## src/logic/objEngine_defines.svh

```systemverilog
// Size and count constants of the sprite engine
// Included by the package and by every module that sizes an array or a counter

`ifndef OBJ_ENGINE_DEFINES_SVH
`define OBJ_ENGINE_DEFINES_SVH

// Sprite attribute table
`define OBJ_COUNT     128  // Entries in the table
`define OBJ_BYTES     4    // Bytes per entry
`define OBJ_RAM_AW    9    // Attribute byte address width

// Display line
`define LINE_PIXELS   256  // Pixels per line buffer

// Graphics ROM layout
`define TILE_ROWS     16   // Rows in one tile
`define TILE_WORDS    4    // ROM words per tile row
`define PIX_PER_WORD  4    // 4-bit pixels packed per word
`define ROM_AW        17   // ROM word address width

`endif

```

## src/logic/objPkg.sv

```systemverilog
// Shared types of the sprite engine
// Widths with a meaning get their own typedef, FSM states their own enum

`include "objEngine_defines.svh"

package objPkg;

	// CPU side
	typedef logic [`OBJ_RAM_AW-1:0] cpuAddrT;  // Attribute byte address
	typedef logic [7:0]             byteT;

	// Sprite attributes
	typedef logic [10:0] tileNumT;   // {byte1[2:0], byte2}
	typedef logic [2:0]  paletteT;
	typedef logic [3:0]  colorT;     // 0 is transparent
	typedef logic [6:0]  objPixT;    // {palette, color}
	typedef logic [7:0]  xPosT;
	typedef logic [7:0]  lineT;
	typedef logic [$clog2(`TILE_ROWS)-1:0] tileRowT;

	// Graphics ROM
	typedef logic [`ROM_AW-1:0]         romAddrT;  // {tile, word column, row}
	typedef logic [`PIX_PER_WORD*4-1:0] romWordT;  // First pixel in the top nibble

	// ----------------------------------------
	// FSM states
	// ----------------------------------------
	typedef enum logic [1:0] {
		scanIdle,   // Waiting for lineStart
		scanRead,   // Reading the four bytes of an entry
		scanCheck,  // Vertical hit test
		scanWait    // Hit handed over, fetcher busy
	} scanStateT;

	typedef enum logic [1:0] {
		fetchIdle,     // Waiting for a hit
		fetchRequest,  // romReq held until romRdy
		fetchWrite     // Four pixels of the latched word
	} fetchStateT;

endpackage

```

## src/logic/objSpriteRam.sv

```systemverilog
// Sprite attribute RAM, 128 entries of 4 bytes
// CPU port for reads and writes, separate read port for the line scanner

`timescale 1ns/1ps
`include "objEngine_defines.svh"

module objSpriteRam (
	input  logic            clk,
	input  logic            cpuSel,
	input  logic            cpuWe,
	input  objPkg::cpuAddrT cpuAddr,
	input  objPkg::byteT    cpuWrData,
	output objPkg::byteT    cpuRdData,
	input  objPkg::cpuAddrT scanAddr,
	output objPkg::byteT    scanData
);
	import objPkg::*;

	localparam int DEPTH = `OBJ_COUNT * `OBJ_BYTES;

	byteT mem [DEPTH];  // Y, attributes, tile low, X per entry

	logic cpuRead;

	assign cpuRead = cpuSel && !cpuWe;

	// ----------------------------------------
	// CPU port
	// ----------------------------------------
	always_ff @(posedge clk) begin
		if (cpuSel && cpuWe) begin
			mem[cpuAddr] <= cpuWrData;
		end
		// Idle bus reads back as FF
		cpuRdData <= cpuRead ? mem[cpuAddr] : 8'hFF;
	end

	// Scan port, one cycle latency
	always_ff @(posedge clk) begin
		scanData <= mem[scanAddr];
	end

endmodule

```

## config.mk

```make
export PLATFORM = sky130hd
export DESIGN_NAME = objSpriteRam
export DESIGN_NICKNAME = d
export VERILOG_FILES = /design/src/logic/objPkg.sv /design/src/logic/objSpriteRam.sv
export VERILOG_INCLUDE_DIRS = /design/src /design/src/logic
export SDC_FILE = /design/constraint.sdc
export NUM_CORES = 2
export LEC_CHECK = 0
export BUFFER_PORTS_ARGS = -buffer_cell sky130_fd_sc_hd__buf_4
export CORE_MARGIN = 1.5
export CORE_UTILIZATION = 35
export CTS_BUF_LIST = sky130_fd_sc_hd__clkbuf_2 sky130_fd_sc_hd__clkbuf_4 sky130_fd_sc_hd__clkbuf_8
export DETAILED_ROUTE_END_ITERATION = 10
export GPL_TIMING_DRIVEN = 1
export MAX_ROUTING_LAYER = met4
export PLACE_DENSITY = 0.53
export SKIP_CTS_REPAIR_TIMING = 1
export SLEW_MARGIN = 20
export SYNTH_ARGS = -nofsm -noshare
export SYNTH_HDL_FRONTEND = slang
export SYNTH_SLANG_ARGS = --single-unit
```

## constraint.sdc

```tcl
create_clock -name clk -period 3.9 [get_ports clk]
set_clock_uncertainty 0.2 [all_clocks]
set_input_delay 0.39 -clock clk [delete_from_list [all_inputs] [get_ports clk]]
set_output_delay 0.39 -clock clk [all_outputs]
set_load 0.01 [all_outputs]
```

Word-level counts from Yosys, hierarchy flattened --
Memories as Yosys holds them, arrays and structs flattened. A register that Yosys moved wholly into a read port is not among the register bits. Index checks and enable logic that the tools add are counted.
Word-level totals: bits in registers 0, bits in writable memories 4096, input port bits 29, output and inout port bits 16, logic and storage cells 7, memories kept 1
Cells by class: multiplexer cells 2, reduce and logical (&&, ||, !) cells 4
Memories:
- mem | depth 512, width 8, read ports 2, clocked after Yosys merged registers in 2, wr ports 1, line objSpriteRam.sv:21 | byteT mem [DEPTH];
Operators with widths (count):
- $logic_and 1x1->1 | 2
- $logic_not 1->1 | 2
- $mux 1 | 2

Longest topological paths before layout --
depth after elaboration 3, depth in mapped cells 15, gate-level depth less buffers 8

Worst setup path before layout --
No wires, ideal clock.
path kind input port to flip-flop, start point input cpuAddr[1], end point memory mem[415][0] in the netlist's numbering (enable), setup time 370 ps, arrival 2854 ps, slack 475 ps, stages 12, cell sequence buf_2 buf_4 buf_2 buf_2 buf_2 buf_2 buf_2 nand2_1 nor2_1 nand2_1 clkbuf_1 nor2_1
RTL lines:
- start, declared | line objSpriteRam.sv:11 | input objPkg::cpuAddrT cpuAddr,
- end, declared | line objSpriteRam.sv:21
No word-level cell before the write port.

==> impl_metrics.py <==
metrics = {
    "run_status": {
        "status": "finished, violations left",
        "violations": "hold timing, setup timing",
    },
    "timing": {
        "tightestPinTransition_ps": 1310,
        "maxSlewHeadroom_pct": 12.2,
        "fmax_mhz": 251,
        "drv_slew": 0,
        "holdWs_ps": -17.3,
        "fin_crit_sh_pct": 102,
        "setup_viol": 1,
        "fin_ws_ps": -87.9,
        "finalSetupTns_ps": -87.9,
        "final_period_minus_worst_setup_slack_ps": 3990,
        "hold_violations": 1,
        "rsz0062_at_grt": "no",
    },
    "power_and_ir_drop": {
        "power_density_nw_per_um2": 431,
        "peakVddDrop_v": 0.000370,
        "p_leak_nw": 79.0,
    },
    "logic_synthesis": {
        "synth.most_common_cell": "edfxtp_1",
        "syn_area_um2": 194000,
        "synth_common_cells": "edfxtp_1 (4,096), mux4_2 (1,682), mux2i_1 (959), nor2_1 (693), nand2_1 (371)",
        "syn_avg_cell_area_um2": 18.0,
        "synth_warnings": 0,
        "ys_seq_area_share_pct": 63.7,
        "synth_area_leaders": "edfxtp_1 (64%), mux4_2 (20%), mux2i_1 (5.0%)",
        "synth_cells": 10800,
        "ys.flop_type": "edfxtp_1",
        "ys_ff_latch": 4112,
        "yosys.cell_types.count": 83,
        "async_flop_share_pct": 0,
        "synth_nets": 10800,
        "yosys.area.top_type": "edfxtp_1",
        "synth_edf_count": 4096,
        "synth_top_cell_area_share_pct": 63.5,
    },
    "floorplan": {
        "core_region_area_um2": 552000,
        "die_area_um2": 558000,
        "rows": 273,
        "die_h_um": 747,
        "ios": 45,
        "start_util_pct": 35.1,
        "die_w_um": 747,
    },
    "critical_path": {
        "critical_path_class": "flop to flop",
        "worstPathRequired_ps": 4910,
        "path_max_fanout": 2,
        "end_kind": "flop",
        "start_kind": "flop",
        "cp.arrival_ps": 5000,
    },
    "place": {
        "numPlacedInstances": 19500,
        "numPortBuffers": 44,
        "dp_hpwl_um": 656000,
        "dpl_cell_area_um2": 220000,
        "post-place-ws_ps": -870,
        "gp_congestion": 1.01,
    },
    "route": {
        "drt_iter0_markers": 22500,
        "drt-pass1-iter-count": 6,
        "ant_nets": 0,
        "vias_per_cell": 6.42,
        "drc": 0,
        "dr_total_vias": 134000,
        "drt_wl_total_um": 909000,
        "wl_per_cell_um": 43.5,
    },
    "cells_and_area": {
        "fillCellCount": 49200,
        "nNetsFinal": 13000,
        "drive_above_1_share_pct": 38.7,
        "final_core_util_pct": 42.5,
        "stdcell_count": 20900,
        "multi_input_area_um2": 65700,
        "post-route-cell-area_um2": 235000,
        "area_delta_synth_final_pct": 21.3,
        "register_area_um2": 123000,
    },
    "clock_tree": {
        "clock-sinks": 4112,
        "clkTransAtPathRegs_ps": 60,
        "clock_path_buffers": 4,
        "insertion_delay_ps": 1370,
        "h-tree-depth": 6,
        "cts_made_buffers": 721,
        "clockRootBuffer": "clkbuf_8",
        "cts_tree": "built",
    },
    "global_routing": {
        "overflow": 0,
        "grt_pass1_vias": 131000,
        "grt_usage_pct": 32.6,
        "grt_max_degree": 145,
        "grt_first_pass_wirelength_um": 1200000,
        "antenna_found_initial": 112,
    },
    "min_path": {
        "min_path_type": "input port to flop",
    },
    "job": {
        "drv_cap": 0,
    },
}
==> logic make-up (layout without fill, tap and decap cells) <==
kind of cell           count (synthesis)  after routing  synth area share (%)
multiplexers                        2678           2678                  24.7
other                                  0            106                     0
flip-flops                          4112           4112                  63.7
AND/OR/NAND/NOR                     1587           1587                  3.62
buffers and inverters                908           3629                  2.58
AO/OA/AOI/OAI                       1494           1494                  5.37
==> metal layers <==
metal  track usage [%]  wire length (µm)
met1              41.9            342000
met2              47.6            405000
met3              8.73            107000
met4              17.1             55800
met5                 -                 0
==> final timing paths <==
check	end	slack [ps]	from	depth (start not counted)
setup / recovery	cpuRdData[6]	-90	mem[296][6]	10
hold / removal	cpuRdData[5]	-20	cpuAddr[4]	7
setup reg to reg	cpuRdData[6]	-90	mem[296][6]	10
hold reg to reg	cpuRdData[6]	890	mem[452][6]	3
==> state kept, by name, summed over array words and instances, names as in the netlist <==
| signal | count |
|---|---|
| cpuRdData | 8 |
| mem | 4096 |
| scanData | 8 |
==> area by class of cell <==
class                      instances  share of cell area [%]
antenna                          106                   0.113
sequential                      4112                    52.5
inverter                          12                  0.0288
clock buffer                     927                    4.90
clock inverter                   362                    1.31
multi-input combinational       5759                    28.0
timing repair buffer            2328                    9.26
tap                             7287                    3.88
==> cell usage in the layout (no fill, tap or decap), types with 175 or more instances in the layout <==
cell type / instances
mux2i_1: 958
nand2_1: 352
a21oi_1: 239
buf_4: 1964
o221ai_1: 237
clkinv_1: 175
edfxtp_1: 4096
clkbuf_4: 201
o22ai_1: 264
clkbuf_8: 726
mux4_2: 1682
nor2_1: 684
buf_12: 324
==> critical path, stage by stage (launching register included) <==
cell	delay (ps)
edfxtp_1	390
mux4_2	460
a22o_1	330
a221oi_1	380
o22ai_1	150
nor4_1	830
buf_4	240
a31oi_1	120
a221oi_1	470
buf_4	210
nand4_1	90
==> power breakdown <==
group | total (mW) | internal, mW | switching [mW]
clock | 41.7 | 21.9 | 19.7
sequential | 48.8 | 48.7 | 0.135
combinational | 10.8 | 3.86 | 6.92
==> metrics by stage <==
stage | power (mW) | hold slack, ps
2_1_floorplan | 54.1 | 289
3_3_place_gp | 60.1 | 620
3_5_place_dp | 60.1 | 629
4_1_cts | 101 | -823
5_1_grt | 103 | 15.2
6_report | 101 | -17.3
Note: power is estimated with default switching activity, not from simulation.
