**src/logic/objEngine_defines.svh**
```systemverilog
// Size and count constants of the sprite engine
// Included by the package and by every module that sizes an array or a counter

`ifndef OBJ_ENGINE_DEFINES_SVH
`define OBJ_ENGINE_DEFINES_SVH

// Sprite attribute table
`define OBJ_COUNT     128  // Entries in the table
`define OBJ_BYTES     4    // Bytes per entry
`define OBJ_RAM_AW    9    // Attribute byte address width

// Display line
`define LINE_PIXELS   256  // Pixels per line buffer

// Graphics ROM layout
`define TILE_ROWS     16   // Rows in one tile
`define TILE_WORDS    4    // ROM words per tile row
`define PIX_PER_WORD  4    // 4-bit pixels packed per word
`define ROM_AW        17   // ROM word address width

`endif

```
**src/logic/objPkg.sv**
```systemverilog
// Shared types of the sprite engine
// Widths with a meaning get their own typedef, FSM states their own enum

`include "objEngine_defines.svh"

package objPkg;

	// CPU side
	typedef logic [`OBJ_RAM_AW-1:0] cpuAddrT;  // Attribute byte address
	typedef logic [7:0]             byteT;

	// Sprite attributes
	typedef logic [10:0] tileNumT;   // {byte1[2:0], byte2}
	typedef logic [2:0]  paletteT;
	typedef logic [3:0]  colorT;     // 0 is transparent
	typedef logic [6:0]  objPixT;    // {palette, color}
	typedef logic [7:0]  xPosT;
	typedef logic [7:0]  lineT;
	typedef logic [$clog2(`TILE_ROWS)-1:0] tileRowT;

	// Graphics ROM
	typedef logic [`ROM_AW-1:0]         romAddrT;  // {tile, word column, row}
	typedef logic [`PIX_PER_WORD*4-1:0] romWordT;  // First pixel in the top nibble

	// ----------------------------------------
	// FSM states
	// ----------------------------------------
	typedef enum logic [1:0] {
		scanIdle,   // Waiting for lineStart
		scanRead,   // Reading the four bytes of an entry
		scanCheck,  // Vertical hit test
		scanWait    // Hit handed over, fetcher busy
	} scanStateT;

	typedef enum logic [1:0] {
		fetchIdle,     // Waiting for a hit
		fetchRequest,  // romReq held until romRdy
		fetchWrite     // Four pixels of the latched word
	} fetchStateT;

endpackage

```
**src/logic/objTileFetcher.sv**
```systemverilog
// Tile row fetch and pixel writer
// Reads the four ROM words of a sprite row and writes its opaque pixels to the line buffer

`timescale 1ns/1ps
`include "objEngine_defines.svh"

module objTileFetcher (
	input  logic            clk,
	input  logic            rstN,
	input  logic            hitValid,
	input  objPkg::tileNumT hitTile,
	input  objPkg::tileRowT hitRow,
	input  objPkg::paletteT hitPalette,
	input  logic            hitFlip,
	input  objPkg::xPosT    hitX,
	output logic            fetchBusy,
	output logic            romReq,
	output objPkg::romAddrT romAddr,
	input  logic            romRdy,
	input  objPkg::romWordT romData,
	output logic            wrEn,
	output objPkg::xPosT    wrX,
	output objPkg::objPixT  wrPix
);
	import objPkg::*;

	localparam int WORD_W = $clog2(`TILE_WORDS);
	localparam int PIX_W  = $clog2(`PIX_PER_WORD);
	localparam int COL_W  = WORD_W + PIX_W;

	fetchStateT        state;
	tileNumT           tileReg;
	tileRowT           rowReg;
	paletteT           palReg;
	logic              flipReg;
	xPosT              xReg;
	romWordT           wordReg;
	logic [WORD_W-1:0] wordCnt;  // Word column in the row
	logic [PIX_W-1:0]  pixCnt;   // Pixel in the word
	logic [COL_W-1:0]  col;      // Tile column 0..15
	logic [COL_W-1:0]  offset;   // Screen offset from X
	colorT             color;

	assign romAddr   = {tileReg, wordCnt, rowReg};
	assign fetchBusy = hitValid | (state != fetchIdle) | wrEn;  // Until the last write

	// Pixel 0 sits in the top nibble
	assign color  = wordReg[(`PIX_PER_WORD - 1 - pixCnt) * $bits(colorT) +: $bits(colorT)];
	assign col    = {wordCnt, pixCnt};
	assign offset = flipReg ? ~col : col;  // 15 - c under flip

	// ----------------------------------------
	// Payload registers
	// ----------------------------------------
	always_ff @(posedge clk) begin
		if (state == fetchIdle && hitValid) begin
			tileReg <= hitTile;
			rowReg  <= hitRow;
			palReg  <= hitPalette;
			flipReg <= hitFlip;
			xReg    <= hitX;
		end
		if (state == fetchRequest && romRdy) wordReg <= romData;
		if (state == fetchWrite) begin
			wrX   <= xReg + xPosT'(offset);  // Wraps at 256
			wrPix <= {palReg, color};
		end
	end

	// Fetch FSM
	always_ff @(posedge clk or negedge rstN) begin
		if (!rstN) begin
			state   <= fetchIdle;
			romReq  <= 1'b0;
			wordCnt <= '0;
			pixCnt  <= '0;
			wrEn    <= 1'b0;
		end else begin
			wrEn <= 1'b0;
			unique case (state)
				fetchIdle: begin
					if (hitValid) begin
						wordCnt <= '0;
						romReq  <= 1'b1;
						state   <= fetchRequest;
					end
				end
				fetchRequest: begin
					if (romRdy) begin  // Address held stable until here
						romReq <= 1'b0;
						pixCnt <= '0;
						state  <= fetchWrite;
					end
				end
				fetchWrite: begin
					wrEn   <= (color != '0);  // Transparent pixels skipped
					pixCnt <= pixCnt + 1'b1;
					if (pixCnt == PIX_W'(`PIX_PER_WORD - 1)) begin
						if (wordCnt == WORD_W'(`TILE_WORDS - 1)) begin
							state <= fetchIdle;
						end else begin
							wordCnt <= wordCnt + 1'b1;
							romReq  <= 1'b1;
							state   <= fetchRequest;
						end
					end
				end
				default: state <= fetchIdle;
			endcase
		end
	end

endmodule

```
**config.mk**
```make
export PLATFORM = sky130hd
export DESIGN_NAME = objTileFetcher
export DESIGN_NICKNAME = d
export VERILOG_FILES = /design/src/logic/objPkg.sv /design/src/logic/objTileFetcher.sv
export VERILOG_INCLUDE_DIRS = /design/src /design/src/logic
export SDC_FILE = /design/constraint.sdc
export NUM_CORES = 1
export LEC_CHECK = 0
export BUFFER_PORTS_ARGS = -buffer_cell sky130_fd_sc_hd__buf_2
export CAP_MARGIN = 30
export CELL_PAD_IN_SITES_DETAIL_PLACEMENT = 2
export CELL_PAD_IN_SITES_GLOBAL_PLACEMENT = 2
export CORE_MARGIN = 3
export CORE_UTILIZATION = 32
export CTS_BUF_LIST = sky130_fd_sc_hd__clkbuf_4
export DETAILED_ROUTE_END_ITERATION = 7
export PLACE_DENSITY_LB_ADDON = 0.1
export SLEW_MARGIN = 20
export SYNTH_ARGS = -nofsm -noshare
export SYNTH_HDL_FRONTEND = slang
export SYNTH_SLANG_ARGS = --single-unit
```
**constraint.sdc**
```tcl
create_clock -name clk -period 3.2 [get_ports clk]
set_clock_uncertainty 0.2 [all_clocks]
set_input_delay 0.64 -clock clk [delete_from_list [all_inputs] [get_ports clk]]
set_output_delay 0.64 -clock clk [all_outputs]
set_load 0.02 [all_outputs]
```
---- Word level (Yosys, flattened, before mapping) ----
Index checks and enable logic that the tools add are counted.
operators by class
  mux-type cells .......................... 18
  reduce and logical (&&, ||, !) cells .... 12
  $mul .................................... 0
  eq/ne operators ......................... 8
  shift operators ......................... 1
  bitwise operators ....................... 3
  order comparisons ....................... 0
  divide/modulo/power cells ............... 0
  add/sub/neg operators ................... 4
operators with widths
  cell                                              number
  indexed part select 16 x 33 -> 4 bit              1
  2-to-1 mux 2 bit                                  7
  adder 8 x 4 -> 8 bit                              1
  case mux 2 bit (2 select lines)                   2
  == test 2 bit (second input constant)             3
  2-to-1 mux 1 bit                                  6
  != test 2 bit (second input constant)             3
  case mux 2 bit (3 select lines)                   1
  nonzero test 2 bit                                3
  AND reduction 5 bit                               1
  adder 2 x 1 -> 2 bit (second input constant)      2
  2-to-1 mux 4 bit                                  1
  NOT 4 bit                                         1
  AND reduction 4 bit                               1
  nonzero test 4 bit                                1
  case mux 1 bit (3 select lines)                   1
  AND reduction 3 bit                               1
  nonzero test 3 bit                                1
  subtractor 2 x 2 -> 3 bit (first input constant)  1
  == test 2 x 1 -> 1 bit (second input constant)    1
  logical AND 1 bit                                 2
  zero test 2 bit                                   1
  != test 2 x 1 -> 1 bit (second input constant)    1
  bitwise OR 1 bit                                  2
  AND reduction 2 bit                               1
storage, ports and cells
  memory bits (read-only) ................. 0
  latch bits .............................. 0
  register bits after elaboration ......... 66
  output and inout port bits .............. 35
  memories ................................ 0
  bits of input ports ..................... 47
  memory bits (writable) .................. 0
  logic and storage cells ................. 59

---- Depth between registers and ports, before layout ----
  depth after elaboration ................. 4
  gate-level depth with buffers ........... 8

---- Worst setup path after synthesis ----
Ideal clock, no wire load.
  path kind ............................... input-to-reg
  from .................................... input port hitValid
  to ...................................... register flipReg, enable pin
  buffers on the path ..................... 0
  cell stages on the path ................. 1
  path slack .............................. -0.107 ns
  arrival time ............................ 2.657 ns
  data required time ...................... 2.549 ns
  cell sequence ........................... nor3b_1
on the way
  longest elaborated chain between the ends .. 1
RTL lines
  item                  RTL line              text
  start, declared       objTileFetcher.sv:10  input logic hitValid,
  logical AND 1 bit     objTileFetcher.sv:56  if (state == fetchIdle && hitValid) begin
  end signal, assigned  objTileFetcher.sv:60  flipReg <= hitFlip;
  end, declared         objTileFetcher.sv:35  logic flipReg;
Every way passes these cells.
A chain may end at the register's enable or synchronous reset.

---- Final worst setup path ----
  from .................................... register pixCnt[0]
  to ...................................... register wrX[6] (data pin)
on the way
  longest elaborated chain between the ends .. 3
RTL lines
  item                      RTL line              text
  start, declared           objTileFetcher.sv:39  logic [PIX_W-1:0] pixCnt;
  start signal, assigned    objTileFetcher.sv:97  pixCnt <= pixCnt + 1'b1;
  NOT 4 bit                 objTileFetcher.sv:50  assign offset = flipReg ? ~col : col;
  2-to-1 mux 4 bit (*)      objTileFetcher.sv:50
  adder 8 x 4 -> 8 bit (*)  objTileFetcher.sv:65  wrX <= xReg + xPosT'(offset);
  end signal, assigned      objTileFetcher.sv:65
  end, declared             objTileFetcher.sv:22  output objPkg::xPosT wrX,
Every way passes the cells marked *; elsewhere a longest branch is shown, timed or not.

==> qor.yml <==
timing:
  tightestPinTransition_ps: 622
  setup_viol: 0
  max_slew_margin_pct: 58.5
  tns_ps: 0
  slew_viol_final: 0
  rsz0062_at_grt: "false"
  fmax_mhz: 406
  hold_violations: 0
  layout_min_cycle_time_ps: 2460
  fin_crit_sh_pct: 77.0
global_routing:
  grt_pass1_wl_um: 8560
  grt_use_total_pct: 13.4
  grt_pass1_vias: 1688
  grt_max_degree: 28
  antenna_found_initial: 0
  overflow: 0
clock_network:
  clock_latency_ps: 390
  cts_made_buffers: 9
  clock_sinks: 66
  cts_tree: "built"
  cts_setup_buffers: 0
  clock_tree.root_cell: "clkbuf_4"
  htreeDepth: 3
  cts.clk_slew.worst_paths_ps: 110
  clockBufferDepth: 2
route:
  viasPerCell: 4.42
  dr.pass1.iters: 3
  wirelength_um: 5210
  drc_errors: 0
  ant_nets: 0
  wire_per_inst_um: 16.0
  vias: 1441
  drtIter0Drc: 47
setup_path:
  crit_required_ps: 3150
  crit_type: "register to register"
  critPathCaptureType: "register"
  arrival_ps: 2410
  start_kind: "register"
  cp_max_fo: 8
synth:
  ys_types: 24
  postSynthAreaPerCell_sq_um: 18.8
  synth-seq-cells: 66
  synth_nets: 184
  synthCells: 130
  yosysWarnings: 0
  ys_seq_area_share_pct: 79.3
  syn_area_sq_um: 2450
power_and_ir_drop:
  p_int_mw: 1.70
  seqPwrFrac_pct: 52.2
  vdd_drop_max_v: 0.000256
  switching_share_pct: 34.6
  pwr-share-clk_pct: 17.4
  power.leakage_nw: 1.26
  powerDensity_nw_per_um2: 839
  power_switching_mw: 0.899
  combPwrFrac_pct: 30.4
final_layout:
  layout-drive-gt1-share_pct: 43.6
  antenna_cells: 0
  layout.nets: 276
  area_growth_pct: 26.5
  layout_common_cells: "buf_2, edfxtp_1, clkbuf_4, nand2_1, dfrtp_1"
  final_core_util_pct: 42.3
  layout_commonest_cell: "buf_2"
worst_hold_path:
  hold_path.class: "input pin to register"
floorplan:
  rows: 31
  placeableCoreArea_sq_um: 7330
  die_w_um: 93.5
  ios: 82
  dieArea_sq_um: 8740
  fp.dieH_um: 93.5
  initial_core_util_pct: 33.4
run:
  timing.max_cap.violations: 0
status:
  status: "finished clean"
placed_design:
  gp_congestion: 0.680
  dp_hpwl_um: 4010
  io_buffers: 81
[area by class of cell]
cell class                      count  area (sq um)
Multi-Input combinational cell     60           495
Fill cell                         730          4230
Inverter                            2          7.51
Sequential cell                    66          1940
Clock inverter                      5          23.8
Timing Repair Buffer               83           423
Tap cell                           99           124
Clock buffer                       11          82.6
[worst max-delay path: stages (launching register included)]
cell     delay, ps
dfrtp_1        530
xor2_1         200
ha_1           240
fa_1           420
a21o_1         200
a21oi_1        210
nor2_1          80
xor2_1         140
[power by group through the flow]
stage	registers [mW]	logic (mW)	clock network (mW)
after floorplan	1.49	0.410	0
after global placement	1.37	0.777	0
after detailed placement	1.39	0.809	0
after CTS	1.37	0.812	0.480
after global routing	1.39	0.889	0.515
final	1.36	0.789	0.452
[metrics by stage]
step / total power, mW / cells / hold WS (ps) / setup slack, ps / instance area [sq um]
after CTS: 2.66 / 326 / 165 / 698 / 3100
final: 2.60 / 326 / 206 / 736 / 3100
after detailed placement: 2.19 / 309 / 215 / 729 / 2980
after global routing: 2.80 / 326 / 158 / 559 / 3100
after floorplan: 1.90 / 130 / 144 / 846 / 2450
after global placement: 2.15 / 309 / 207 / 767 / 2980
[cells in the mapped netlist]
cell,number,area (sq um)
dfrtp_1,8,200
nand2b_1,4,25.0
clkbuf_1,1,3.75
nor3b_1,1,7.51
buf_6,1,11.3
nand3b_1,2,15.0
a211oi_1,2,15.0
inv_1,2,7.51
o2111ai_1,1,8.76
edfxtp_1,58,1740
xor2_1,6,52.6
mux4_1,1,26.3
nand3_1,3,15.0
nor2_1,5,18.8
a21o_1,3,22.5
fa_1,1,20.0
nor4_1,1,6.26
nand2_1,8,30.0
xnor2_1,3,26.3
o21ai_0,7,35.0
mux4_2,3,67.6
a21oi_1,2,10.0
ha_1,6,75.1
or4_1,1,7.51
[logic make-up (layout without fill, tap and decap cells)]
logic type,count (synthesis),count (layout),synth area share (%)
mux,4,4,3.83
xor+xnor,9,9,3.22
flops,66,66,79.3
fa+ha+maj,7,7,3.88
compound gates,15,15,3.73
buf+inv,4,101,0.920
simple gates,25,25,5.11
[sequential cells by signal, indices dropped and copies added (netlist names)]
register,count
flipReg,1
palReg,3
pixCnt,2
romReq,1
rowReg,4
state,2
tileReg,11
wordCnt,2
wordReg,16
wrEn,1
wrPix,7
wrX,8
xReg,8
[timing repair]
item                                   CTS  global route
resized for setup                        0             0
endpoints found under the hold margin    8             0
hold buffers                             1             0
[metal layers]
layer | track usage [%] | up-vias | part of all wire [%]
li1 | - | 681 | -
met1 | 14.9 | 714 | 38
met2 | 22.8 | 44 | 56
met3 | 4.59 | 2 | 5.7
met4 | 6.23 | 0 | 0.48
met5 | 0 | - | 0
[worst paths after layout]
kind	from	end	slack (ps)	cells after the start
max in group asynchronous	rstN	wordCnt[0]	2190	2
min reg2reg	palReg[0]	wrPix[4]	230	0
max reg2reg	pixCnt[0]	wrX[6]	740	7
min in group asynchronous	rstN	romReq	420	2
max	pixCnt[0]	wrX[6]	740	7
min	hitTile[2]	tileReg[2]	210	1
No activity file was read; power rests on OpenSTA's default activity.
