`config.mk`:
```
export PLATFORM = sky130hd
export DESIGN_NAME = objLineScanner
export DESIGN_NICKNAME = d
export VERILOG_FILES = /design/src/logic/objPkg.sv /design/src/logic/objLineScanner.sv
export VERILOG_INCLUDE_DIRS = /design/src /design/src/logic
export SDC_FILE = /design/constraint.sdc
export NUM_CORES = 1
export LEC_CHECK = 0
export ABC_AREA = 1
export BUFFER_PORTS_ARGS = -buffer_cell sky130_fd_sc_hd__buf_2
export CAP_MARGIN = 20
export CORE_AREA = 2 2 85 87
export CTS_CLUSTER_DIAMETER = 50
export DETAILED_ROUTE_END_ITERATION = 7
export DIE_AREA = 0 0 87 89
export PLACE_DENSITY = 0.71
export SKIP_LAST_GASP = 1
export SLEW_MARGIN = 0
export SYNTH_ARGS = -nofsm -noshare
export SYNTH_HDL_FRONTEND = slang
export SYNTH_SLANG_ARGS = --single-unit
```
`constraint.sdc`:
```
create_clock -name clk -period 3 [get_ports clk]
set_input_delay 0.3 -clock clk [delete_from_list [all_inputs] [get_ports clk]]
set_output_delay 0.3 -clock clk [all_outputs]
set_load 0.005 [all_outputs]
```
`src/logic/objEngine_defines.svh`:
```
// Size and count constants of the sprite engine
// Included by the package and by every module that sizes an array or a counter

`ifndef OBJ_ENGINE_DEFINES_SVH
`define OBJ_ENGINE_DEFINES_SVH

// Sprite attribute table
`define OBJ_COUNT     128  // Entries in the table
`define OBJ_BYTES     4    // Bytes per entry
`define OBJ_RAM_AW    9    // Attribute byte address width

// Display line
`define LINE_PIXELS   256  // Pixels per line buffer

// Graphics ROM layout
`define TILE_ROWS     16   // Rows in one tile
`define TILE_WORDS    4    // ROM words per tile row
`define PIX_PER_WORD  4    // 4-bit pixels packed per word
`define ROM_AW        17   // ROM word address width

`endif

```
`src/logic/objPkg.sv`:
```
// Shared types of the sprite engine
// Widths with a meaning get their own typedef, FSM states their own enum

`include "objEngine_defines.svh"

package objPkg;

	// CPU side
	typedef logic [`OBJ_RAM_AW-1:0] cpuAddrT;  // Attribute byte address
	typedef logic [7:0]             byteT;

	// Sprite attributes
	typedef logic [10:0] tileNumT;   // {byte1[2:0], byte2}
	typedef logic [2:0]  paletteT;
	typedef logic [3:0]  colorT;     // 0 is transparent
	typedef logic [6:0]  objPixT;    // {palette, color}
	typedef logic [7:0]  xPosT;
	typedef logic [7:0]  lineT;
	typedef logic [$clog2(`TILE_ROWS)-1:0] tileRowT;

	// Graphics ROM
	typedef logic [`ROM_AW-1:0]         romAddrT;  // {tile, word column, row}
	typedef logic [`PIX_PER_WORD*4-1:0] romWordT;  // First pixel in the top nibble

	// ----------------------------------------
	// FSM states
	// ----------------------------------------
	typedef enum logic [1:0] {
		scanIdle,   // Waiting for lineStart
		scanRead,   // Reading the four bytes of an entry
		scanCheck,  // Vertical hit test
		scanWait    // Hit handed over, fetcher busy
	} scanStateT;

	typedef enum logic [1:0] {
		fetchIdle,     // Waiting for a hit
		fetchRequest,  // romReq held until romRdy
		fetchWrite     // Four pixels of the latched word
	} fetchStateT;

endpackage

```
`src/logic/objLineScanner.sv`:
```
// Per-line walk over the sprite table
// Reads each entry, runs the vertical test and hands visible sprites to the fetcher

`timescale 1ns/1ps
`include "objEngine_defines.svh"

module objLineScanner (
	input  logic            clk,
	input  logic            rstN,
	input  logic            lineStart,
	input  objPkg::lineT    lineNum,
	output objPkg::cpuAddrT scanAddr,
	input  objPkg::byteT    scanData,
	input  logic            fetchBusy,
	output logic            hitValid,
	output objPkg::tileNumT hitTile,
	output objPkg::tileRowT hitRow,
	output objPkg::paletteT hitPalette,
	output logic            hitFlip,
	output objPkg::xPosT    hitX,
	output logic            scanBusy
);
	import objPkg::*;

	localparam int ENTRY_W = $clog2(`OBJ_COUNT);
	localparam int BYTE_W  = $clog2(`OBJ_BYTES);

	scanStateT          state;
	logic [ENTRY_W-1:0] entry;      // Table index
	logic [BYTE_W:0]    byteCnt;    // Extra bit for the trailing capture
	logic [BYTE_W-1:0]  capSel;     // Byte arriving on scanData
	lineT               lineReg;
	byteT               yReg;
	byteT               attrReg;
	byteT               tileLoReg;
	xPosT               xReg;
	lineT               row;
	logic               dblH;
	logic               onLine;
	logic               lastEntry;
	tileNumT            tile;

	assign scanAddr  = {entry, byteCnt[BYTE_W-1:0]};
	assign scanBusy  = (state != scanIdle);  // Covers the fetcher through scanWait
	assign capSel    = byteCnt[BYTE_W-1:0] - 1'b1;
	assign lastEntry = (entry == ENTRY_W'(`OBJ_COUNT - 1));

	// ----------------------------------------
	// Vertical test and tile select
	// ----------------------------------------
	assign row    = lineReg - yReg;  // Wraps mod 256
	assign dblH   = attrReg[7];
	assign onLine = dblH ? (row < lineT'(2 * `TILE_ROWS)) : (row < lineT'(`TILE_ROWS));
	// Double height picks the lower tile of the pair by row bit 4
	assign tile   = {attrReg[2:0], tileLoReg[7:1], dblH ? row[4] : tileLoReg[0]};

	// Entry bytes and hit payload
	always_ff @(posedge clk) begin
		if (lineStart) begin
			lineReg <= lineNum;
		end
		if (state == scanRead && byteCnt != '0) begin
			case (capSel)
				2'd0:    yReg      <= scanData;
				2'd1:    attrReg   <= scanData;
				2'd2:    tileLoReg <= scanData;
				default: xReg      <= scanData;
			endcase
		end
		if (state == scanCheck && onLine) begin
			hitTile    <= tile;
			hitRow     <= tileRowT'(row);
			hitPalette <= attrReg[5:3];
			hitFlip    <= attrReg[6];
			hitX       <= xReg;
		end
	end

	// ----------------------------------------
	// Scan FSM
	// ----------------------------------------
	always_ff @(posedge clk or negedge rstN) begin
		if (!rstN) begin
			state    <= scanIdle;
			entry    <= '0;
			byteCnt  <= '0;
			hitValid <= 1'b0;
		end else begin
			hitValid <= 1'b0;  // One-cycle pulse
			unique case (state)
				scanIdle: begin
					if (lineStart) begin
						entry   <= '0;
						byteCnt <= '0;
						state   <= scanRead;
					end
				end
				scanRead: begin
					// Last byte lands one cycle after its address
					if (byteCnt == (BYTE_W + 1)'(`OBJ_BYTES)) state <= scanCheck;
					else byteCnt <= byteCnt + 1'b1;
				end
				scanCheck: begin
					byteCnt <= '0;
					if (onLine) begin
						hitValid <= 1'b1;
						state    <= scanWait;
					end else if (lastEntry) begin
						state <= scanIdle;
					end else begin
						entry <= entry + 1'b1;
						state <= scanRead;
					end
				end
				scanWait: begin
					if (!fetchBusy) begin  // Last pixel of this sprite written
						if (lastEntry) begin
							state <= scanIdle;
						end else begin
							entry <= entry + 1'b1;
							state <= scanRead;
						end
					end
				end
				default: state <= scanIdle;
			endcase
		end
	end

endmodule

```
Word level (Yosys, flattened, before mapping)
Index checks and enable logic that the tools add are counted.
Cells by class
  reductions and logical operators: 16
  bitwise gates (word level): 1
  order comparisons: 2
  add/sub/neg operators: 4
  multiplexer cells: 18
  equality and inequality tests: 12
Operator list (number)
  $mux 7: 4
  $pmux 7 s3: 1
  $pmux 3 s3: 1
  $reduce_bool 3->1: 3
  $lt 8x5->1 const B: 1
  $lt 8x6->1 const B: 1
  $mux 2: 4
  $ne 2x2->1 const B: 4
  $pmux 2 s4: 1
  $reduce_and 2->1: 4
  $sub 8x8->8: 1
  $add 7x1->7 const B: 1
  $eq 7x7->1 const B: 1
  $eq 2x2->1 const B: 3
  $mux 3: 2
  $reduce_and 3->1: 2
  $mux 1: 5
  $eq 2x1->1 const B: 2
  $logic_not 2->1: 2
  $reduce_and 4->1: 1
  $add 3x1->3 const B: 1
  $eq 3x3->1 const B: 1
  $reduce_or 3->1: 1
  $logic_and 1x1->1: 2
  other kinds (4): 4
Word-level totals
  register bits after elaboration: 80
  logic and storage cells: 67
  output and inout port bits: 38

Logic depth before layout (Yosys ltp)
Gate-level depths: netlist of the first run.
  word-level depth: 5
  depth in mapped cells: 16
  mapped depth without buffers: 16

Least setup slack after synthesis of the first run
No wires, ideal clock.
  path kind: register to register
  from: register yReg[0]
  to: register hitFlip, enable pin
  data arrival time: 2.218 ns
  period minus slack after synthesis: 2.600 ns
  setup slack: 0.400 ns
  stages on the path, launching flop included: 13
  setup time: 0.382 ns
  cell sequence: edfxtp_1 ha_1 fa_1 inv_1 nand2_1 nand2_1 nand3_1 nand3_1 nand2_1 nor2_2 nand2_2 buf_6 inv_1
Between the ends
  word-level cells in the longest chain between the ends: 4
  elaborated cells between the ends (all ways): 5
Ends and longest elaborated chain
  from (decl): line objLineScanner.sv:33  | byteT yReg;
  from (signal assigned): line objLineScanner.sv:64  | 2'd0: yReg <= scanData;
  $sub 8x8->8 *: line objLineScanner.sv:51  | assign row = lineReg - yReg;
  $lt 8x5->1 / $lt 8x6->1 (equally long branches): line objLineScanner.sv:53  | assign onLine = dblH ? (row < lineT'(2 * `TILE_ROWS)) : (row < lineT'(`TILE_ROWS));
  $mux 1 *: line objLineScanner.sv:53
  $logic_and 1x1->1 *: line objLineScanner.sv:70  | if (state == scanCheck && onLine) begin
  to (signal assigned): line objLineScanner.sv:74  | hitFlip <= attrReg[6];
  to (decl): line objLineScanner.sv:19  | output logic hitFlip,
Every way passes the cells marked *; elsewhere a longest branch is shown, timed or not.
A chain may end at the register's enable or synchronous reset.

Final worst setup path of the first run
  from: register yReg[0]
  to: register hitTile[0], enable pin
Between the ends
  word-level cells in the longest chain between the ends: 4
  elaborated cells between the ends (all ways): 5
Ends and longest elaborated chain
  $sub 8x8->8 *: line objLineScanner.sv:51
  $lt 8x5->1 / $lt 8x6->1 (equally long branches): line objLineScanner.sv:53
  $mux 1 *: line objLineScanner.sv:53
  $logic_and 1x1->1 *: line objLineScanner.sv:70
  to (signal assigned): line objLineScanner.sv:71  | hitTile <= tile;
  to (decl): line objLineScanner.sv:16  | output objPkg::tileNumT hitTile,
Marks and branches as above.

==> metrics.csv, run 1 <==
stage,metric,value,unit
clock_network,H-tree Lvls,3,
global_routing,initial antenna violation count,0,
clock_network,Resize count post-CTS,0,
critical_path,R2R Path End,hitTile[0],
critical_path,CP startpoint kind,flop,
pwr,Reg power frac,47.6,%
clock_network,Clock Latency Late Sink,0.34,ns
critical_path,worst reg-to-reg path cell count,12,
logic_synthesis,synthesized cell area,3300,um^2
sta,final worst path period share,80.9,%
pwr,Comb power frac,22.1,%
finish,"commonest non-fill, non-tap cell in the layout",edfxtp_1,
drt,wire length per cell,13.4,um
placed_design,routability cong.,0.876,
drt,Starting DRT DRC Count,97,
drt,remaining antenna violation count after routing,0,
worst_hold_path,number of cells on the worst hold path,1,
clock_network,cts bufs inserted,9,
critical_path,worst path required time,3.03,ns
die,Die H,89,um
sta,RSZ-0062 raised after global routing,false,
drt,vias per cell,4.82,
die,I/O Pins,58,
placed_design,Inst Count DP,387,
logic_synthesis,Synthesis Warnings,0,
worst_hold_path,Hold Path Class,input pin to flop,
die,Die Area,7740,um^2
clock_network,CTS tree,yes,
global_routing,met3 usage,4.06,%
pwr,clock network power share,30.3,%
finish,Inserted Diodes,0,
placed_design,post-DP HPWL,3810,um
worst_hold_path,Hold EP,lineReg[5],
sta,Max-slew headroom,45.2,%
clock_network,clk sinks,80,
clock_network,Setup Buffers After CTS,0,
global_routing,vias in the first global route,1847,
drt,drc violations,0,
drt,drt total wl,5410,um
global_routing,first-pass GRT wire length,8520,um
global_routing,GR Util met1,19.9,%
critical_path,Critical Path Sink Type,flop,
logic_synthesis,Cells after Synth,251,
finish,most frequent cells in the layout,"edfxtp_1, buf_2, nand2_1, inv_1, nand3_1",
logic_synthesis,syn avg cell area,13.1,um^2
job,Max Cap Viol,0,
logic_synthesis,Synth Register Bits,80,
critical_path,reg2reg setup slack,0.57,ns
pwr,leakage,1.70,nW
finish,fillcell total,532,
sta,setup TNS,0,ns
sta,min Tclk post-route,2.43,ns
placed_design,Port Buffers,57,
finish,Synth-to-Final Area Change,18.7,%
finish,layout cells sized above 1,29.0,%
drt,drt first pass iters,4,
critical_path,kind of critical path,flop to flop,
sta,Final Hold Fails,0,
logic_synthesis,Netlist cell types,32,
logic_synthesis,Syn Nets,285,
logic_synthesis,sequential share of the synthesized area,70.9,%
sta,count of final setup violators,0,
critical_path,worst reg2reg startpoint,yReg[0],
die,Core ar.,6720,um^2
global_routing,most used routing layer,met2,
pwr,pwr dens,766,nW/um^2
global_routing,largest net degree at the start of global routing,19,
die,Initial Util,49.1,%
die,num rows,30,
clock_network,clk root buf,clkbuf_8,
clock_network,Clock transition at path regs,0.09,ns
sta,worst slew pin tran,0.819,ns
global_routing,GRT Residual Overflow,0,
pwr,cell internal pwr,0.00209,W
die,die width,87,um
critical_path,WP data arrival,2.46,ns
finish,fin cells,404,
worst_hold_path,min-delay src,lineNum[5],
pwr,Switching Fraction,30.4,%
sta,Layout Skew,0.00858,ns
critical_path,"Max FO, Critical Path",18,
status,status,"complete, no violations",
global_routing,grt met2 use,22.9,%
sta,Fmax,0.412,GHz
sta,"Slew Viols, Final",0,
clock_network,Max Root-Sink Buffers,2,
global_routing,GRT Total Usage,15.1,%
pwr,P_sw,0.000911,W
pwr,Worst VDD drop,0.441,mV
finish,layout net count,353,
drt,vias post-DR,1948,
-- power by group through the flow --
| stage | clock network, W | logic [W] | registers (W) |
|---|---|---|---|
| after detailed placement | 0 | 0.000662 | 0.00145 |
| after floorplan | 0 | 0.000509 | 0.00143 |
| after CTS | 0.000935 | 0.000668 | 0.00143 |
| after global placement | 0 | 0.000653 | 0.00145 |
| after global routing | 0.000972 | 0.000754 | 0.00144 |
| final | 0.000908 | 0.000662 | 0.00143 |
-- through the flow --
| stage | setup slack [ns] | cell area [um^2] | utilization (%) | power, W | hold slack, ns |
|---|---|---|---|---|---|
| after floorplan | 0.400 | 3300 | - | 0.00194 | 0.00441 |
| after global placement | 0.613 | 3670 | 54.6 | 0.00210 | 0.206 |
| after detailed placement | 0.586 | 3670 | 54.6 | 0.00211 | 0.211 |
| after CTS | 0.575 | 3910 | 58.2 | 0.00303 | 0.101 |
| after global routing | 0.406 | 3910 | 58.2 | 0.00317 | 0.111 |
| final | 0.573 | 3910 | 58.2 | 0.00300 | 0.127 |
-- worst max-delay path, cell delays in order, from the launching register on --
cell	delay, ns
edfxtp_1	0.37
ha_1	0.21
fa_1	0.40
inv_1	0.09
nand2_1	0.05
nand2_1	0.09
nand3_1	0.09
nand3_1	0.10
nand2_1	0.06
nor2_2	0.11
nand2_2	0.17
inv_1	0.13
buf_4	0.25
-- sequential cells by signal, summed over array words and instances, names as in the netlist --
| name | count |
|---|---|
| xReg | 8 |
| hitFlip | 1 |
| state | 2 |
| hitValid | 1 |
| byteCnt | 3 |
| lineReg | 8 |
| tileLoReg | 8 |
| entry | 7 |
| hitPalette | 3 |
| yReg | 8 |
| attrReg | 8 |
| hitX | 8 |
| hitRow | 4 |
| hitTile | 11 |
-- layout make-up --
cell class	instances	area (um^2)	share of cell area [%]
repair buffers	60	310	7.93
inverters	36	135	3.45
clock inverters	7	109	2.78
clock buffers	9	124	3.16
multi-input cells	132	798	20.4
well taps	80	100	2.56
flip-flops and latches	80	2340	59.7
-- layer usage --
| metal | wire, um | part of all wire, % | up-vias |
|---|---|---|---|
| met2 | 2490 | 46 | 61 |
| met1 | 2490 | 46 | 897 |
| li1 | - | - | 980 |
| met5 | 0 | 0 | - |
| met3 | 309 | 5.7 | 10 |
| met4 | 121 | 2.2 | 0 |
-- synthesized netlist by cell type --
cell       n  area share, %
nand3b_1   3           0.68
o211ai_1   1           0.23
nor2_4     1           0.34
a22o_1     1           0.27
o21ai_0    1           0.15
nor3_2     1           0.30
nand2_2    4           0.76
nor2_1    16            1.8
xor2_1     3           0.80
nand2_1   44            5.0
xnor2_1    4            1.1
fa_1       1           0.61
or2_1      1           0.19
inv_2      2           0.23
edfxtp_1  67             61
ha_1      13            4.9
or2_4      1           0.27
nor2_2     3           0.57
buf_4      2           0.46
inv_1     34            3.9
o21ai_2    1           0.27
nand2_4    1           0.34
nor3b_1    1           0.23
nand3_2    2           0.61
o31ai_1    1           0.23
and2_1     1           0.19
nand3_1   17            2.6
dfrtp_1   13            9.9
or2_2      1           0.19
a21oi_1    7            1.1
buf_6      1           0.34
a21oi_2    2           0.53
-- cells by family (layout without fill, tap and decap cells) --
group           Yosys count  count (layout)  share of synthesized area (%)
simple gates             97              97                           14.1
flops                    80              80                           70.9
buf+inv                  39             112                           4.90
fa+ha+maj                14              14                           5.54
compound gates           14              14                           2.73
xor+xnor                  7               7                           1.86
-- worst max-delay path by stage --
stage | to | from | depth (start not counted) | slack [ns]
after detailed placement | hitPalette[2] | yReg[0] | 12 | 0.59
after global placement | hitTile[5] | yReg[0] | 12 | 0.61
after global routing | hitTile[0] | yReg[0] | 12 | 0.41
after CTS | hitTile[0] | yReg[0] | 12 | 0.58
final | hitTile[0] | yReg[0] | 12 | 0.57
after floorplan | hitFlip | yReg[0] | 12 | 0.40
-- what timing repair did --
item	4_1_cts	5_1_grt
endpoints found under the setup margin	0	0
hold buffers	1	0
hold endpoints to repair	13	0
No activity file was read; power rests on OpenSTA's default activity.
==> run 2: changes to the inputs <==
Settings changed: PLACE_DENSITY 0.71 to 0.73.
Clock period 3 ns to 2 ns, I/O delays scaled along.
==> run 2 against run 1 <==
Compared with the run above:
- the run now ends with negative setup slack left
- worst setup slack worse by 0.72 ns
- worst hold slack worse by 0.095 ns
- clock skew is 0.0018 ns lower
- maximum frequency is 13% higher
- total power is 57% higher
- utilization is 3.1 points higher
- sequential power is 48% higher
- largest power group unchanged
- critical path depth is 2 higher
==> metrics.csv, run 2 (same netlist as run 1, synthesis figures left out) <==
stage,metric,value,unit
status,status,"finished, violations left",
status,failing checks,negative setup slack,
global_routing,grt met2 use,26.6,%
sta,Final WS setup,-0.147,ns
sta,final worst path period share,107,%
placed_design,routability cong.,0.833,
pwr,Final Power,0.00469,W
clock_network,CTS tree,yes,
pwr,Comb power frac,26.3,%
drt,remaining antenna violation count after routing,0,
critical_path,worst reg-to-reg path cell count,14,
pwr,pwr dens,1140,nW/um^2
critical_path,kind of critical path,flop to flop,
sta,RSZ-0062 raised after global routing,true,
sta,min Tclk post-route,2.15,ns
clock_network,Clock transition at path regs,0.09,ns
finish,"commonest non-fill, non-tap cell in the layout",edfxtp_1,
sta,Layout Skew,0.00673,ns
drt,drc violations,0,
clock_network,clk sinks,80,
finish,fin cells,415,
global_routing,initial antenna violation count,0,
worst_hold_path,Hold Path Class,input pin to flop,
placed_design,Port Buffers,57,
finish,fillcell total,500,
finish,Biggest register,hitTile,
pwr,Reg power frac,45.2,%
die,die width,87,um
finish,multi-input logic area,865,um^2
job,Max Cap Viol,0,
critical_path,crit path cell chain,ha_2 -> fa_2 -> inv_2 -> nand2_2 -> nand2_2 -> nand3_2 -> nand2_1 -> nand2_1 -> nand2_1 -> nand2_1 -> inv_1 -> nand2_2 -> clkinvlp_4 -> buf_12,
sta,count of final setup violators,36,
finish,Storage cell area,2340,um^2
pwr,P_sw,0.00144,W
finish,layout cells sized above 1,36.4,%
critical_path,CP startpoint kind,flop,
pwr,clock network power share,28.5,%
global_routing,GRT Total Usage,15.8,%
die,Die Area,7740,um^2
sta,Fmax,0.466,GHz
critical_path,Max stage delay on crit path,0.38,ns
clock_network,cts bufs inserted,9,
global_routing,GR Util met1,19.7,%
placed_design,post-DP HPWL,3900,um
die,Die H,89,um
global_routing,first-pass GRT wire length,8910,um
worst_hold_path,number of cells on the worst hold path,1,
finish,most frequent cells in the layout,"edfxtp_1, buf_2, nand2_1, inv_1, nor2_1",
critical_path,worst path required time,2.05,ns
sta,Max-slew headroom,47.0,%
die,num rows,30,
global_routing,GRT Residual Overflow,0,
drt,wire length per cell,13.8,um
pwr,leakage,1.77,nW
critical_path,most frequent CP cell,nand2_1,
placed_design,Inst Count DP,394,
critical_path,"Max FO, Critical Path",28,
finish,Inserted Diodes,0,
drt,drt first pass iters,5,
sta,Final Hold Fails,0,
drt,Starting DRT DRC Count,104,
clock_network,Clock Latency Late Sink,0.34,ns
sta,"Slew Viols, Final",0,
drt,vias post-DR,2048,
drt,vias per cell,4.93,
global_routing,most used routing layer,met2,
pwr,Worst VDD drop,0.769,mV
global_routing,largest net degree at the start of global routing,29,
die,Initial Util,49.1,%
critical_path,WP data arrival,2.19,ns
die,Core ar.,6720,um^2
critical_path,slowest CP cell,edfxtp_1,
critical_path,Critical Path Sink Type,flop,
global_routing,vias in the first global route,1916,
pwr,cell internal pwr,0.00326,W
die,I/O Pins,58,
pwr,Switching Fraction,30.6,%
global_routing,met3 usage,3.69,%
finish,max reg flops,11,
drt,drt total wl,5730,um
finish,Synth-to-Final Area Change,25.0,%
sta,worst slew pin tran,0.792,ns
clock_network,H-tree Lvls,3,
clock_network,Max Root-Sink Buffers,2,
finish,layout net count,364,
clock_network,clk root buf,clkbuf_8,
-- run 2: area by class of cell --
cell class,instances,share of cell area [%]
flip-flops and latches,80,56.7
multi-input cells,132,21.0
repair buffers,71,10.9
inverters,36,3.37
clock buffers,9,3.01
clock inverters,7,2.58
well taps,80,2.43
-- run 2: power groups by stage --
| stage | sequential, W | clock (W) | combinational, W |
|---|---|---|---|
| floorplan | 0.00215 | 0 | 0.000767 |
| global placement | 0.00215 | 0 | 0.00109 |
| detailed placement | 0.00216 | 0 | 0.00111 |
| CTS | 0.00212 | 0.00137 | 0.00121 |
| global route | 0.00214 | 0.00143 | 0.00139 |
| finish | 0.00212 | 0.00134 | 0.00124 |
-- run 2: metal layers --
| layer | vias up | share of wire, % |
|---|---|---|
| li1 | 1007 | - |
| met1 | 970 | 42 |
| met4 | 0 | 0.73 |
| met5 | - | 0 |
| met3 | 4 | 5.1 |
| met2 | 67 | 52 |
-- run 2: worst paths after layout --
kind,slack [ns],to,startpoint
max in group asynchronous,1.50,hitValid,rstN
worst max-delay path,-0.15,hitX[0],yReg[0]
min in group asynchronous,0.27,entry[6],rstN
worst min register to register,0.42,hitTile[6],tileLoReg[6]
worst min-delay path,0.03,lineReg[7],lineNum[7]
worst max register to register,-0.15,hitX[0],yReg[0]
-- run 2: through the flow --
stage          hold WS, ns  util (%)  setup WS, ns  cell area, um^2  setup TNS, ns
2_1_floorplan      -0.0956         -        -0.280             3310          -7.73
3_5_place_dp         0.106      55.7        -0.133             3740          -4.01
3_3_place_gp         0.106      55.7       -0.0609             3740          -1.66
4_1_cts             0.0194      61.1        -0.101             4100          -3.00
6_report            0.0323      61.3        -0.147             4120          -4.67
5_1_grt             0.0136      61.3        -0.230             4120          -7.88
-- run 2: worst max-delay path, delay by kind of cell, from the launching register on --
kind / cells / cell delay [ns]
flip-flops: 1 / 0.38
AND/OR/NAND/NOR: 8 / 0.51
adder cells (fa/ha/maj): 2 / 0.54
buffers and inverters: 4 / 0.41
-- run 2: repair_timing --
action                                 4_1_cts  5_1_grt
resized for setup                           16        7
gates cloned                                 1        0
setup endpoints to repair                   34       38
pin swaps                                    0        1
buffers inserted                             4        1
endpoints found under the hold margin       13        0
hold buffers                                 1        0
